`src/audioPkg.sv`:
```
`default_nettype none

package audioPkg;

    typedef enum logic [2:0] {
        MENU   = 3'd0,
        WIN    = 3'd1,
        LOSE   = 3'd2,
        STAGE1 = 3'd3
    } gameStateT;

    typedef enum logic [3:0] {
        C3, D3, E3, F3, G3, A3, B3,
        C4, D4, E4, F4, G4, A4, B4,
        NOTE_SILENT
    } noteT;

    localparam int unsigned CLK_HZ = 50_000_000;
    localparam int DIV_W = 22;

    // pitch per note code, silent and spare codes divide down to 1
    localparam int unsigned noteFreqHz [16] = '{
        262, 293, 330, 349, 392, 440, 494,
        524, 588, 660, 698, 784, 880, 988,
        CLK_HZ, CLK_HZ
    };

    // half-period length in clk cycles
    localparam logic [DIV_W-1:0] noteDivisor [16] = '{
        DIV_W'(CLK_HZ / noteFreqHz[0]),
        DIV_W'(CLK_HZ / noteFreqHz[1]),
        DIV_W'(CLK_HZ / noteFreqHz[2]),
        DIV_W'(CLK_HZ / noteFreqHz[3]),
        DIV_W'(CLK_HZ / noteFreqHz[4]),
        DIV_W'(CLK_HZ / noteFreqHz[5]),
        DIV_W'(CLK_HZ / noteFreqHz[6]),
        DIV_W'(CLK_HZ / noteFreqHz[7]),
        DIV_W'(CLK_HZ / noteFreqHz[8]),
        DIV_W'(CLK_HZ / noteFreqHz[9]),
        DIV_W'(CLK_HZ / noteFreqHz[10]),
        DIV_W'(CLK_HZ / noteFreqHz[11]),
        DIV_W'(CLK_HZ / noteFreqHz[12]),
        DIV_W'(CLK_HZ / noteFreqHz[13]),
        DIV_W'(CLK_HZ / noteFreqHz[14]),
        DIV_W'(CLK_HZ / noteFreqHz[15])
    };

    localparam int BEAT_W      = 12;
    localparam int MENU_LEN    = 256;  // beats in the menu loop
    localparam int EFFECT_STEP = 8;    // one jingle phrase
    localparam int EFFECT_MAX  = 48;
    localparam int VOLUME_W    = 3;
    localparam int SAMPLE_W    = 16;
    localparam int FRAME_W     = 9;    // 512 clk per stereo frame
    localparam int SLOT_LSB    = 4;    // 16 clk per serial bit

    function automatic logic [SAMPLE_W-1:0] highAmp(input logic [VOLUME_W-1:0] volume);
        case (volume)
            3'd1:    return 16'hF800;
            3'd2:    return 16'hF000;
            3'd3:    return 16'hE000;
            3'd4:    return 16'hC000;
            default: return 16'hA000;
        endcase
    endfunction

    function automatic logic [SAMPLE_W-1:0] lowAmp(input logic [VOLUME_W-1:0] volume);
        case (volume)
            3'd1:    return 16'h0800;
            3'd2:    return 16'h1000;
            3'd3:    return 16'h2000;
            3'd4:    return 16'h4000;
            default: return 16'h6000;
        endcase
    endfunction

endpackage

`default_nettype wire

```
`src/menuTheme.sv`:
```
`timescale 1ns/1ps
`default_nettype none

module menuTheme
    import audioPkg::*;
(
    input  wire logic clk,
    input  wire logic rst,
    input  wire logic play,
    input  wire logic beatTick,
    output noteT      note
);

    logic [BEAT_W-1:0] beatIdx;

    always_ff @(posedge clk or posedge rst) begin
        if (rst) begin
            beatIdx <= '0;
        end else if (!play) begin
            beatIdx <= '0;   // theme restarts on next entry
        end else if (beatTick) begin
            if (beatIdx == BEAT_W'(MENU_LEN - 1)) begin
                beatIdx <= '0;
            end else begin
                beatIdx <= beatIdx + 1'b1;
            end
        end
    end

    // score as runs of beats, phrase ends fall to the default rest
    always_comb begin
        case (beatIdx) inside
            [12'd0:12'd30]:    note = C3;
            [12'd32:12'd46]:   note = G3;
            [12'd48:12'd52]:   note = F3;
            [12'd53:12'd57]:   note = E3;
            [12'd58:12'd62]:   note = D3;

            [12'd64:12'd94]:   note = C4;
            [12'd96:12'd110]:  note = G3;
            [12'd112:12'd116]: note = F3;
            [12'd117:12'd121]: note = E3;
            [12'd122:12'd126]: note = D3;

            [12'd128:12'd158]: note = C4;
            [12'd160:12'd174]: note = G3;
            [12'd176:12'd180]: note = F3;
            [12'd181:12'd185]: note = E3;
            [12'd186:12'd190]: note = F3;   // turn back up before the long D

            [12'd192:12'd254]: note = D3;
            default:           note = NOTE_SILENT;
        endcase
    end

endmodule

`default_nettype wire

```
`src/collisionEffect.sv`:
```
`timescale 1ns/1ps
`default_nettype none

module collisionEffect
    import audioPkg::*;
(
    input  wire logic clk,
    input  wire logic rst,
    input  wire logic play,
    input  wire logic beatTick,
    input  wire logic collision,
    output noteT      note
);

    logic [BEAT_W-1:0] budget;    // beats the jingle may still reach
    logic [BEAT_W-1:0] beatIdx;

    always_ff @(posedge clk or posedge rst) begin
        if (rst) begin
            budget <= '0;
        end else if (collision) begin
            if (budget < BEAT_W'(EFFECT_MAX)) begin
                budget <= budget + BEAT_W'(EFFECT_STEP);
            end else begin
                budget <= BEAT_W'(EFFECT_STEP);   // saturated, start over
            end
        end
    end

    always_ff @(posedge clk or posedge rst) begin
        if (rst) begin
            beatIdx <= '0;
        end else if (beatTick) begin
            if (beatIdx > budget + BEAT_W'(EFFECT_STEP)) begin
                beatIdx <= '0;   // budget fell behind the index
            end else if (play && (beatIdx + 1'b1 < budget)) begin
                beatIdx <= beatIdx + 1'b1;
            end
        end
    end

    // three phrases of two bars, rests on every eighth beat
    always_comb begin
        case (beatIdx) inside
            [12'd1:12'd6],   [12'd8:12'd14]:  note = E4;
            [12'd16:12'd22], [12'd24:12'd30]: note = C4;
            [12'd32:12'd38], [12'd40:12'd46]: note = G4;
            default:                          note = NOTE_SILENT;
        endcase
    end

endmodule

`default_nettype wire

```
`src/musicSequencer.sv`:
```
`timescale 1ns/1ps
`default_nettype none

module musicSequencer
    import audioPkg::*;
(
    input  wire logic      clk,
    input  wire logic      rst,
    input  wire gameStateT gameState,
    input  wire logic      beatTick,
    input  wire logic      collision,
    output noteT           currentNote
);

    logic isMenu;
    noteT menuNote;
    noteT effectNote;

    // the only place the game state is decoded
    assign isMenu = (gameState == MENU);

    menuTheme uMenu (
        .clk      (clk),
        .rst      (rst),
        .play     (isMenu),
        .beatTick (beatTick),
        .note     (menuNote)
    );

    collisionEffect uEffect (
        .clk       (clk),
        .rst       (rst),
        .play      (!isMenu),   // jingle runs in every non-menu state
        .beatTick  (beatTick),
        .collision (collision),
        .note      (effectNote)
    );

    assign currentNote = isMenu ? menuNote : effectNote;

endmodule

`default_nettype wire

```
`src/toneGenerator.sv`:
```
`timescale 1ns/1ps
`default_nettype none

module toneGenerator
    import audioPkg::*;
(
    input  wire logic                clk,
    input  wire logic                rst,
    input  wire noteT                note,
    input  wire logic [VOLUME_W-1:0] volume,
    output logic      [SAMPLE_W-1:0] sample
);

    logic [DIV_W-1:0] halfCnt;
    logic [DIV_W-1:0] divisor;
    logic             phase;       // low half of the square wave is high amplitude
    noteT             prevNote;
    logic             noteChanged;

    assign divisor     = noteDivisor[note];
    assign noteChanged = (note != prevNote);

    always_ff @(posedge clk or posedge rst) begin
        if (rst) begin
            prevNote <= NOTE_SILENT;
        end else begin
            prevNote <= note;
        end
    end

    // half period lasts divisor + 1 cycles
    always_ff @(posedge clk or posedge rst) begin
        if (rst) begin
            halfCnt <= '0;
            phase   <= 1'b0;
        end else if (noteChanged) begin
            halfCnt <= '0;   // new note starts on a clean edge
            phase   <= 1'b0;
        end else if (halfCnt == divisor) begin
            halfCnt <= '0;
            phase   <= ~phase;
        end else begin
            halfCnt <= halfCnt + 1'b1;
        end
    end

    always_comb begin
        if (note == NOTE_SILENT) begin
            sample = '0;
        end else if (!phase) begin
            sample = highAmp(volume);
        end else begin
            sample = lowAmp(volume);
        end
    end

endmodule

`default_nettype wire

```
`src/i2sSerializer.sv`:
```
`timescale 1ns/1ps
`default_nettype none

module i2sSerializer
    import audioPkg::*;
(
    input  wire logic [SAMPLE_W-1:0] sample,
    input  wire logic                clk,
    input  wire logic                rst,
    output logic                     audioMclk,
    output logic                     audioLrck,
    output logic                     audioSdin
);

    logic [FRAME_W-1:0]          frameCnt;
    logic [SAMPLE_W-1:0]         heldSample;
    logic                        rightLsb;   // last frame's right word bit 0
    logic [FRAME_W-SLOT_LSB-1:0] slot;       // 32 serial bit slots per frame
    logic [3:0]                  bitSel;

    always_ff @(posedge clk or posedge rst) begin
        if (rst) begin
            frameCnt <= '0;
        end else begin
            frameCnt <= frameCnt + 1'b1;
        end
    end

    // capture once per frame, on the 511 to 0 wrap
    always_ff @(posedge clk or posedge rst) begin
        if (rst) begin
            heldSample <= '0;
            rightLsb   <= 1'b0;
        end else if (&frameCnt) begin
            heldSample <= sample;
            rightLsb   <= heldSample[0];
        end
    end

    assign audioMclk = frameCnt[1];           // clk / 4
    assign audioLrck = frameCnt[FRAME_W-1];   // high during the right word
    assign slot      = frameCnt[FRAME_W-1:SLOT_LSB];

    // Word bits trail the word clock by one slot. Slot 0 carries the last frame's
    // right bit 0, slots 1..16 left bits 15..0 and slots 17..31 right bits 15..1.
    // Both words hold the same sample, so the bit index is just -slot mod 16.
    assign bitSel    = 4'(5'd0 - slot);
    assign audioSdin = (slot == '0) ? rightLsb : heldSample[bitSel];

endmodule

`default_nettype wire

```
`src/gameMusicTop.sv`:
```
`timescale 1ns/1ps
`default_nettype none

module gameMusicTop
    import audioPkg::*;
(
    input  wire logic                clk,
    input  wire logic                rst,
    input  wire gameStateT           gameState,
    input  wire logic                beatTick,   // one beat, single clk pulse
    input  wire logic                collision,
    input  wire logic [VOLUME_W-1:0] volume,
    output logic                     audioMclk,
    output logic                     audioLrck,
    output logic                     audioSdin
);

    noteT                currentNote;
    logic [SAMPLE_W-1:0] sample;

    musicSequencer uSequencer (
        .clk         (clk),
        .rst         (rst),
        .gameState   (gameState),
        .beatTick    (beatTick),
        .collision   (collision),
        .currentNote (currentNote)
    );

    toneGenerator uTone (
        .clk    (clk),
        .rst    (rst),
        .note   (currentNote),
        .volume (volume),
        .sample (sample)
    );

    // mono sample goes out on both channels
    i2sSerializer uSerializer (
        .clk       (clk),
        .rst       (rst),
        .sample    (sample),
        .audioMclk (audioMclk),
        .audioLrck (audioLrck),
        .audioSdin (audioSdin)
    );

endmodule

`default_nettype wire

```
`config.mk`:
```
export PLATFORM = sky130hd
export DESIGN_NAME = gameMusicTop
export DESIGN_NICKNAME = d
export VERILOG_FILES = /design/src/audioPkg.sv /design/src/menuTheme.sv /design/src/collisionEffect.sv /design/src/musicSequencer.sv /design/src/toneGenerator.sv /design/src/i2sSerializer.sv /design/src/gameMusicTop.sv
export SDC_FILE = /design/constraint.sdc
export NUM_CORES = 1
export LEC_CHECK = 0
export CAP_MARGIN = 15
export CORE_MARGIN = 2
export CORE_UTILIZATION = 65
export CTS_CLUSTER_SIZE = 30
export DETAILED_ROUTE_END_ITERATION = 8
export DONT_BUFFER_PORTS = 1
export MAX_ROUTING_LAYER = met4
export PLACE_DENSITY = 0.78
export SETUP_SLACK_MARGIN = 0.2
export SYNTH_ARGS = -nofsm -noshare
export SYNTH_HDL_FRONTEND = slang
export SYNTH_SLANG_ARGS = --single-unit
```
`constraint.sdc`:
```
create_clock -name clk -period 5.7 [get_ports clk]
set_clock_uncertainty 0.2 [all_clocks]
set_input_delay 0.285 -clock clk [delete_from_list [all_inputs] [get_ports clk]]
set_output_delay 0.285 -clock clk [all_outputs]
set_load 0.02 [all_outputs]
```
==> impl_results.md, run 1 <==
- Setup CP Type: flip-flop to flip-flop
- GRT overflow: 0
- Critical Path, Cell by Cell: or4_4 > nor4_1 > a21o_2 > nor4_4 > nor2_8 > inv_2 > a221oi_2 > ha_1 > inv_1 > o211a_1 > o32ai_1 > o311ai_0 > a21oi_1 > nand4_1 > o21ai_2 > buf_4 > nor2_1
- Max-cap viol count: 0
- Synth top area share: 0.3043
- Clk root buf: clkbuf_8
- Residual DRC: 0
- Worst-Margin Slew: 0.9384 ns
- Worst EP arrival: around 5 ns
- Initial DRC Count: around 490
- Worst path top cell family by delay: simple AND/OR/NAND/NOR gates
- Yosys cell types: 76
- Type of element launching the critical path: flip-flop
- Initial Utilization: 0.6696
- Fin. max-slew vios: 0
- Share of layout cells above drive strength 1: 0.08626
- Fin nets: about 730
- Status: completed
- Most common cell in the netlist: dfrtp_1
- Post-Synthesis Cells: 685
- Core area: 8721 sq um
- Antenna-violating nets left: 0
- Most used flip-flop cell after synthesis: dfrtp_1
- Fin crit share: 0.8922
- Mapped Area: between 5000 and 6000 sq um
- GP Congestion: 1.083
- Post-synthesis sequential area ratio: 0.3178
- Wire length per cell: 17.68 microns
- Req. time, crit path: 5.75 ns
- Global-route wire length before repair: 23.96 mm
- Rows: 34
- Overall Global Routing Usage: 0.3078
- Crit-path max FO: 22
- Peak supply drop: 0.2025 mV
- Total number of vias: 5140
- Syn_area_per_cell: 8.525 sq um
- Drt via density: 6.490
- Clock-pin slew on the worst setup and hold paths: 0.09 ns
- CTS Buffer Depth: 2
- Setup TNS Final: 0 ns
- Postcts setup bufs: 0
- RSZ-0062 raised after global routing: no
- Area of the die: 9757 sq um
- Syn_nets: 735
- Yosys warnings: 0
- Die H: a little under 100 microns
- Post-synth ARST share: 1.000
- Largest net degree at the start of global routing: 41
- Worst setup EP type: flip-flop
- P&R area growth vs syn: 6.964%
- Reg2reg setup slack: 0.61 ns
- Cell taking the most area after synthesis: dfrtp_1
- Met3 Track Usage GR: 0.04752
- Die X: 98.78 microns
- Fmax: roughly 200 MHz
- Buffers & Inverters on Critical Path: 3
- Top cells by area, synth: dfrtp_1 30%, ha_1 8.6%, xnor2_1 4.6%, nor2_1 4.4%, xor2_1 3.9%
- Final Hold Vio Count: 0
- Highest-delay cell along the critical path: or4_4
- Worst skew pair latency: around 0.37 ns
- DP Cell Count: 769
- Tmin final: around 5 ns
- Vias in the first global route: about 4.9k
- Final Core Density: 0.7162
- Inserted Clock Buffers: 9
- CTS sink cnt: 74
- CTS H-tree depth: 3
- Top-level I/O count: 13
- Hold Path Class: input pin to flip-flop
- Synth cell count leaders: 71 x dfrtp_1, 69 x nor2_1, 51 x nand2_1, 40 x ha_1, 40 x inv_1
- Cell Count, Final, Fillers Out: 792
- Initial antenna violation count: 0
- Power per cell area: 350.0 nW/um^2
- Flops & latches, synth: 74
- Post-synth EDFFs: 0
- Grt met1 use: 0.4304
- CTS tree: yes
- Setup-failing EPs final: 0
- Routed wire length: 14.00 mm
- Dpl hpwl: 10.17 mm
- Busiest grt layer: met2
- N_diodes: 0
- Largest stage delay, worst path: 0.64 ns
- Initial DRT Pass Iterations: 5
- Lkg Pwr: ~2.7 nW
- Met2 Use GR: 0.4719
- Number of port buffers: 0
- Slew HR: 0.3744
==> state kept, by name, indices dropped and copies added, names as in the netlist <==
name,cells
uTone.halfCnt,22
uSequencer.uEffect.beatIdx,12
uSequencer.uMenu.beatIdx,12
uSequencer.uEffect.budget,9
uSerializer.frameCnt,9
uSerializer.heldSample,5
uTone.prevNote,4
uTone.phase,1
==> cell type report <==
class / count / area [sq um]
clock buffer: 10 / 137.6
clock inverter: 6 / 121.4
fill: 685 / 2475
inverter: 42 / 157.7
multi-input combinational: 535 / 3692
sequential: 74 / 1857
tap: 108 / 135.1
timing repair buffer: 17 / 145.1
==> power by group <==
part,switching (mW),internal [mW]
registers,0.0529,0.566
logic,0.629,0.405
clock network,0.224,0.310
==> through the flow <==
| step | hold WS, ns | instance area [sq um] | setup slack, ns | power (mW) |
|---|---|---|---|---|
| finish | 0.02268 | 6246 | 0.6142 | 2.186 |
| global route | 0.04668 | 6246 | 0.1981 | 2.328 |
| CTS | 0.01289 | 6225 | 0.3704 | 2.171 |
| detailed placement | 0.1326 | 5896 | 0.4354 | 1.627 |
| global placement | 0.1224 | 5896 | 0.6378 | 1.610 |
| floorplan | 0.2327 | 5839 | 0.8748 | 1.410 |
==> kinds of logic after synthesis <==
group	synth area share
and+or+nand+nor	0.2387
muxes	0.02357
buffers and inverters	0.05335
DFF	0.3178
xor gates and xnor gates	0.08549
AOI/OAI and AO/OA	0.1954
adders and majority gates	0.08571
==> per-layer routing <==
metal | vias to the layer above | routed length [microns]
met3 | 22 | 943
li1 | 2467 | -
met4 | 0 | 199
met1 | 2461 | 6307
met5 | - | 0
met2 | 190 | 6553
==> cell usage in the layout, fill, tap and decap left out, types with 15 or more instances in the layout <==
cell type,count
dfrtp_1,70
nor2_1,69
nand2_1,51
ha_1,40
inv_1,39
nand3_1,34
o21ai_0,32
xnor2_1,31
xor2_1,26
a21oi_1,21
nor3_1,15
==> worst reg2reg max path: stages, from the launching register on <==
cell	delay (ns)
dfrtp_1	0.46
or4_4	0.64
nor4_1	0.49
a21o_2	0.22
nor4_4	0.08
nor2_8	0.24
inv_2	0.08
a221oi_2	0.38
ha_1	0.35
inv_1	0.16
o211a_1	0.23
o32ai_1	0.30
o311ai_0	0.24
a21oi_1	0.18
nand4_1	0.20
o21ai_2	0.17
buf_4	0.25
nor2_1	0.09
==> worst paths after layout <==
| kind | from | to | cells after the start |
|---|---|---|---|
| min reg2reg | uSerializer.frameCnt[0]$_DFF_PP0_ | uSerializer.frameCnt[0]$_DFF_PP0_ | 1 |
| min | beatTick | uSequencer.uMenu.beatIdx[4]$_DFFE_PP0P_ | 2 |
| max reg2reg | uSequencer.uMenu.beatIdx[8]$_DFFE_PP0P_ | uTone.halfCnt[2]$_DFF_PP0_ | 17 |
| min in group asynchronous | rst | uSequencer.uEffect.beatIdx[8]$_DFFE_PP0P_ | 2 |
| max | uSequencer.uMenu.beatIdx[8]$_DFFE_PP0P_ | uTone.halfCnt[2]$_DFF_PP0_ | 17 |
| max in group asynchronous | rst | uTone.prevNote[3]$_DFF_PP1_ | 3 |
==> timing repair <==
action	CTS	global route
resized for setup	0	4
endpoints found under the hold margin	52	0
hold buffers	7	0
setup endpoints to repair	0	23
Note: power is estimated with default switching activity, not from simulation.
==> inputs of run 2 (changes only) <==
--- a/config.mk
+++ b/config.mk
@@ -5,6 +5,7 @@
 export SDC_FILE = /design/constraint.sdc
 export NUM_CORES = 1
 export LEC_CHECK = 0
+export ABC_AREA = 1
 export CAP_MARGIN = 15
 export CORE_MARGIN = 2
 export CORE_UTILIZATION = 65
@@ -12,7 +13,7 @@
 export DETAILED_ROUTE_END_ITERATION = 8
 export DONT_BUFFER_PORTS = 1
 export MAX_ROUTING_LAYER = met4
-export PLACE_DENSITY = 0.78
+export PLACE_DENSITY = 0.77
 export SETUP_SLACK_MARGIN = 0.2
 export SYNTH_ARGS = -nofsm -noshare
 export SYNTH_HDL_FRONTEND = slang
==> impl_results.md, run 2 <==
- Fill cell count: 760 (+11%)
- Worst EP arrival: 4.59 ns (-0.54 ns)
- Vias in the first global route: 5413 (+10%)
- Final Core Density: 0.7069 (-0.009325)
- Setup TNS Final: 0 ns (unchanged)
- Top Registers: uTone.halfCnt: 22 flops, uSequencer.uEffect.beatIdx: 12 flops, uSequencer.uMenu.beatIdx: 12 flops
- Internal power: 1.423 mW (+11%)
- Most frequent cells in the layout: 214 x nand2_1, 124 x inv_1, 122 x nor2_1
- Total power: 3.091 mW (+41%)
- Slew HR: 0.3333 (-0.04112)
- Yosys cell types: 40 (-47%)
- Syn_nets: 921 (+25%)
- Type of element launching the critical path: flip-flop
- Synth top area share: 0.3025 (-0.001750)
- Worst-Margin Slew: 1.000 ns (+0.06168 ns)
- Initial DRT Pass Iterations: 5 (unchanged)
- Die X: 99.06 microns (+0.28%)
- Setup-failing EPs final: 0 (unchanged)
- Routed wire length: 13.62 mm (-2.8%)
- Yosys warnings: 0 (unchanged)
- CTS H-tree depth: 3 (unchanged)
- Clock-pin slew on the worst setup and hold paths: 0.08 ns (about the same)
- Number of port buffers: 0 (unchanged)
- Total number of vias: 5551 (+8.0%)
- Initial DRC Count: 337 (-32%)
- Die H: 99.06 microns (+0.28%)
- Largest register by flop count: uTone.halfCnt
- CTS tree: yes
- Flops & latches, synth: 74 (unchanged)
- Area of the die: 9812 sq um (+0.56%)
- Power per cell area: 501.4 nW/um^2 (+43%)
- Hold Path Class: input pin to flip-flop
- Post-synth EDFFs: 0 (unchanged)
- Gate power share: 0.675 (+0.202)
- Initial antenna violation count: 0 (unchanged)
- Crit-path most repeated cell: nand2_1
- Post-DP Area: 5952 sq um (+0.96%)
- Fin crit share: 0.7970 (-0.09527)
- P&R area growth vs syn: 4.964%
- Most common cell in the netlist: nand2_1
- Mapped Area: 5873 sq um (+0.58%)
- # hold bufs at CTS: 5 (-2)
- Initial Utilization: 0.6735 (+0.003874)
- Post-Synthesis Cells: 871 (+27%)
- Post-synthesis sequential area ratio: 0.3159 (-0.001828)
- Crit-path max FO: 18 (-18%)
- Largest net degree at the start of global routing: 75 (+83%)
- Sw power: 1.668 mW (+84%)
- Inserted Clock Buffers: 9 (unchanged)
- Switching Share: 0.5396 (+0.1256)
- Highest-delay cell along the critical path: dfrtp_1
- Share of layout cells above drive strength 1: 0.05096 (-0.03529)
- Fin nets: 928 (+27%)
- Clk pwr share: 0.117 (-0.127)
- Post_cts resized: 0 (unchanged)
- Most used flip-flop cell after synthesis: dfrtp_1
- Core area: 8721 sq um (unchanged)
- Max-cap viol count: 0 (unchanged)
- Residual DRC: 0 (unchanged)
- Top-level I/O count: 13 (unchanged)
- Finished Cell Area: 6165 sq um (-1.3%)
- Status: completed
- Top cells by area, synth: dfrtp_1 30%, nand2_1 14%, ha_1 8.5%, inv_1 8.0%, nor2_1 7.8%
- Cell Count, Final, Fillers Out: 991 (+25%)
- Overall Global Routing Usage: 0.3090 (+0.001152)
- Dpl hpwl: 10.49 mm (+3.2%)
- Synth cell count leaders: 214 x nand2_1, 125 x inv_1, 122 x nor2_1, 77 x nand3_1, 71 x dfrtp_1
- Setup CP Type: flip-flop to flip-flop
- CTS sink cnt: 74 (unchanged)
- Largest stage delay, worst path: 0.52 ns (-0.12 ns)
- CTS Buffer Depth: 2 (unchanged)
- Clk root buf: clkbuf_8
- Fin. max-slew vios: 0 (unchanged)
- Rows: 34 (unchanged)
- Global-route wire length before repair: 24.11 mm (+0.63%)
- Fmax: 220.1 MHz (+12%)
- Req. time, crit path: 5.74 ns (about the same)
- Tmin final: 4.543 ns (-0.5430 ns)
- GRT overflow: 0 (unchanged)
- Worst skew pair latency: 0.37 ns (about the same)
- Postcts setup bufs: 0 (unchanged)
- Max reg flops: 22 (unchanged)
- Drt via density: 5.601 (-14%)
- Final Hold Vio Count: 0 (unchanged)
- Syn_area_per_cell: 6.743 sq um (-21%)
- Worst setup EP type: flip-flop
- RSZ-0062 raised after global routing: no
- Peak supply drop: 0.3972 mV (+96%)
- Wire length per cell: 13.74 microns (-22%)
- N_diodes: 0 (unchanged)
- GP Congestion: 0.9536 (-12%)
- Sequential share of power: 0.208 (-0.075)
- DP Cell Count: 970 (+26%)
- Cell taking the most area after synthesis: dfrtp_1
- Post-synth ARST share: 1.000 (unchanged)
- Antenna-violating nets left: 0 (unchanged)
- Lkg Pwr: 3.013 nW (+11%)
- Leading cell type in the layout, fill and taps excluded: nand2_1
## run 2: logic make-up after synthesis
kind of cell               share of synthesized area
AOI/OAI and AO/OA                            0.09651
buffers and inverters                        0.09523
xor gates and xnor gates                     0.06263
and+or+nand+nor                               0.3445
adders and majority gates                    0.08522
DFF                                           0.3159
## run 2: final cells by class
class                   instances  area (sq um)  area share
repair buffers                  6         57.56    0.009336
inverters                     132         495.5     0.08037
clock inverters                 5         31.28    0.005074
flip-flops and latches         74          1856      0.3010
clock buffers                  11         131.4     0.02131
well taps                     108         135.1     0.02192
multi-input cells             655          3458      0.5610
## run 2: power by group through the flow
| stage | sequential (mW) | clock, mW | combinational (mW) |
|---|---|---|---|
| after global placement | 0.649 | 0 | 1.99 |
| after global routing | 0.652 | 0.390 | 2.38 |
| after CTS | 0.642 | 0.368 | 2.06 |
| after floorplan | 0.635 | 0 | 1.68 |
| final | 0.643 | 0.362 | 2.09 |
| after detailed placement | 0.652 | 0 | 2.04 |
## run 2: worst max-delay path, delay by kind of cell (launching register included)
kind / cells / cell delay [ns]
and+or+nand+nor: 21 / 2.40
DFF: 1 / 0.52
AOI/OAI and AO/OA: 2 / 0.51
buffers and inverters: 4 / 0.42
adders and majority gates: 1 / 0.35
## run 2: worst paths after layout
path / from / end / cells after the start / slack, ns
hold reg to reg: uSerializer.frameCnt[0]$_DFF_PP0_ / uSerializer.frameCnt[0]$_DFF_PP0_ / 1 / 0.25
setup reg to reg: uSequencer.uMenu.beatIdx[2]$_DFFE_PP0P_ / uTone.halfCnt[7]$_DFF_PP0_ / 28 / 1.16
max in group asynchronous: rst / uTone.halfCnt[9]$_DFF_PP0_ / 3 / 4.23
min in group asynchronous: rst / uSequencer.uMenu.beatIdx[9]$_DFFE_PP0P_ / 3 / 0.47
setup / recovery: uSequencer.uMenu.beatIdx[2]$_DFFE_PP0P_ / uTone.halfCnt[7]$_DFF_PP0_ / 28 / 1.16
hold / removal: collision / uSequencer.uEffect.budget[4]$_DFFE_PP0P_ / 4 / 0.01
## run 2: metal layers
metal,track usage,part of all wire
met4,0.09905,0.021
met1,0.3934,0.46
met2,0.5021,0.47
met3,0.05532,0.050
met5,-,0
## run 2: through the flow
step                setup slack, ns  hold slack (ns)
floorplan                     1.982           0.1910
global placement              1.414           0.1534
detailed placement            1.257           0.1550
CTS                           1.221         0.002372
global route                 0.5994          0.03477
finish                        1.157          0.01189
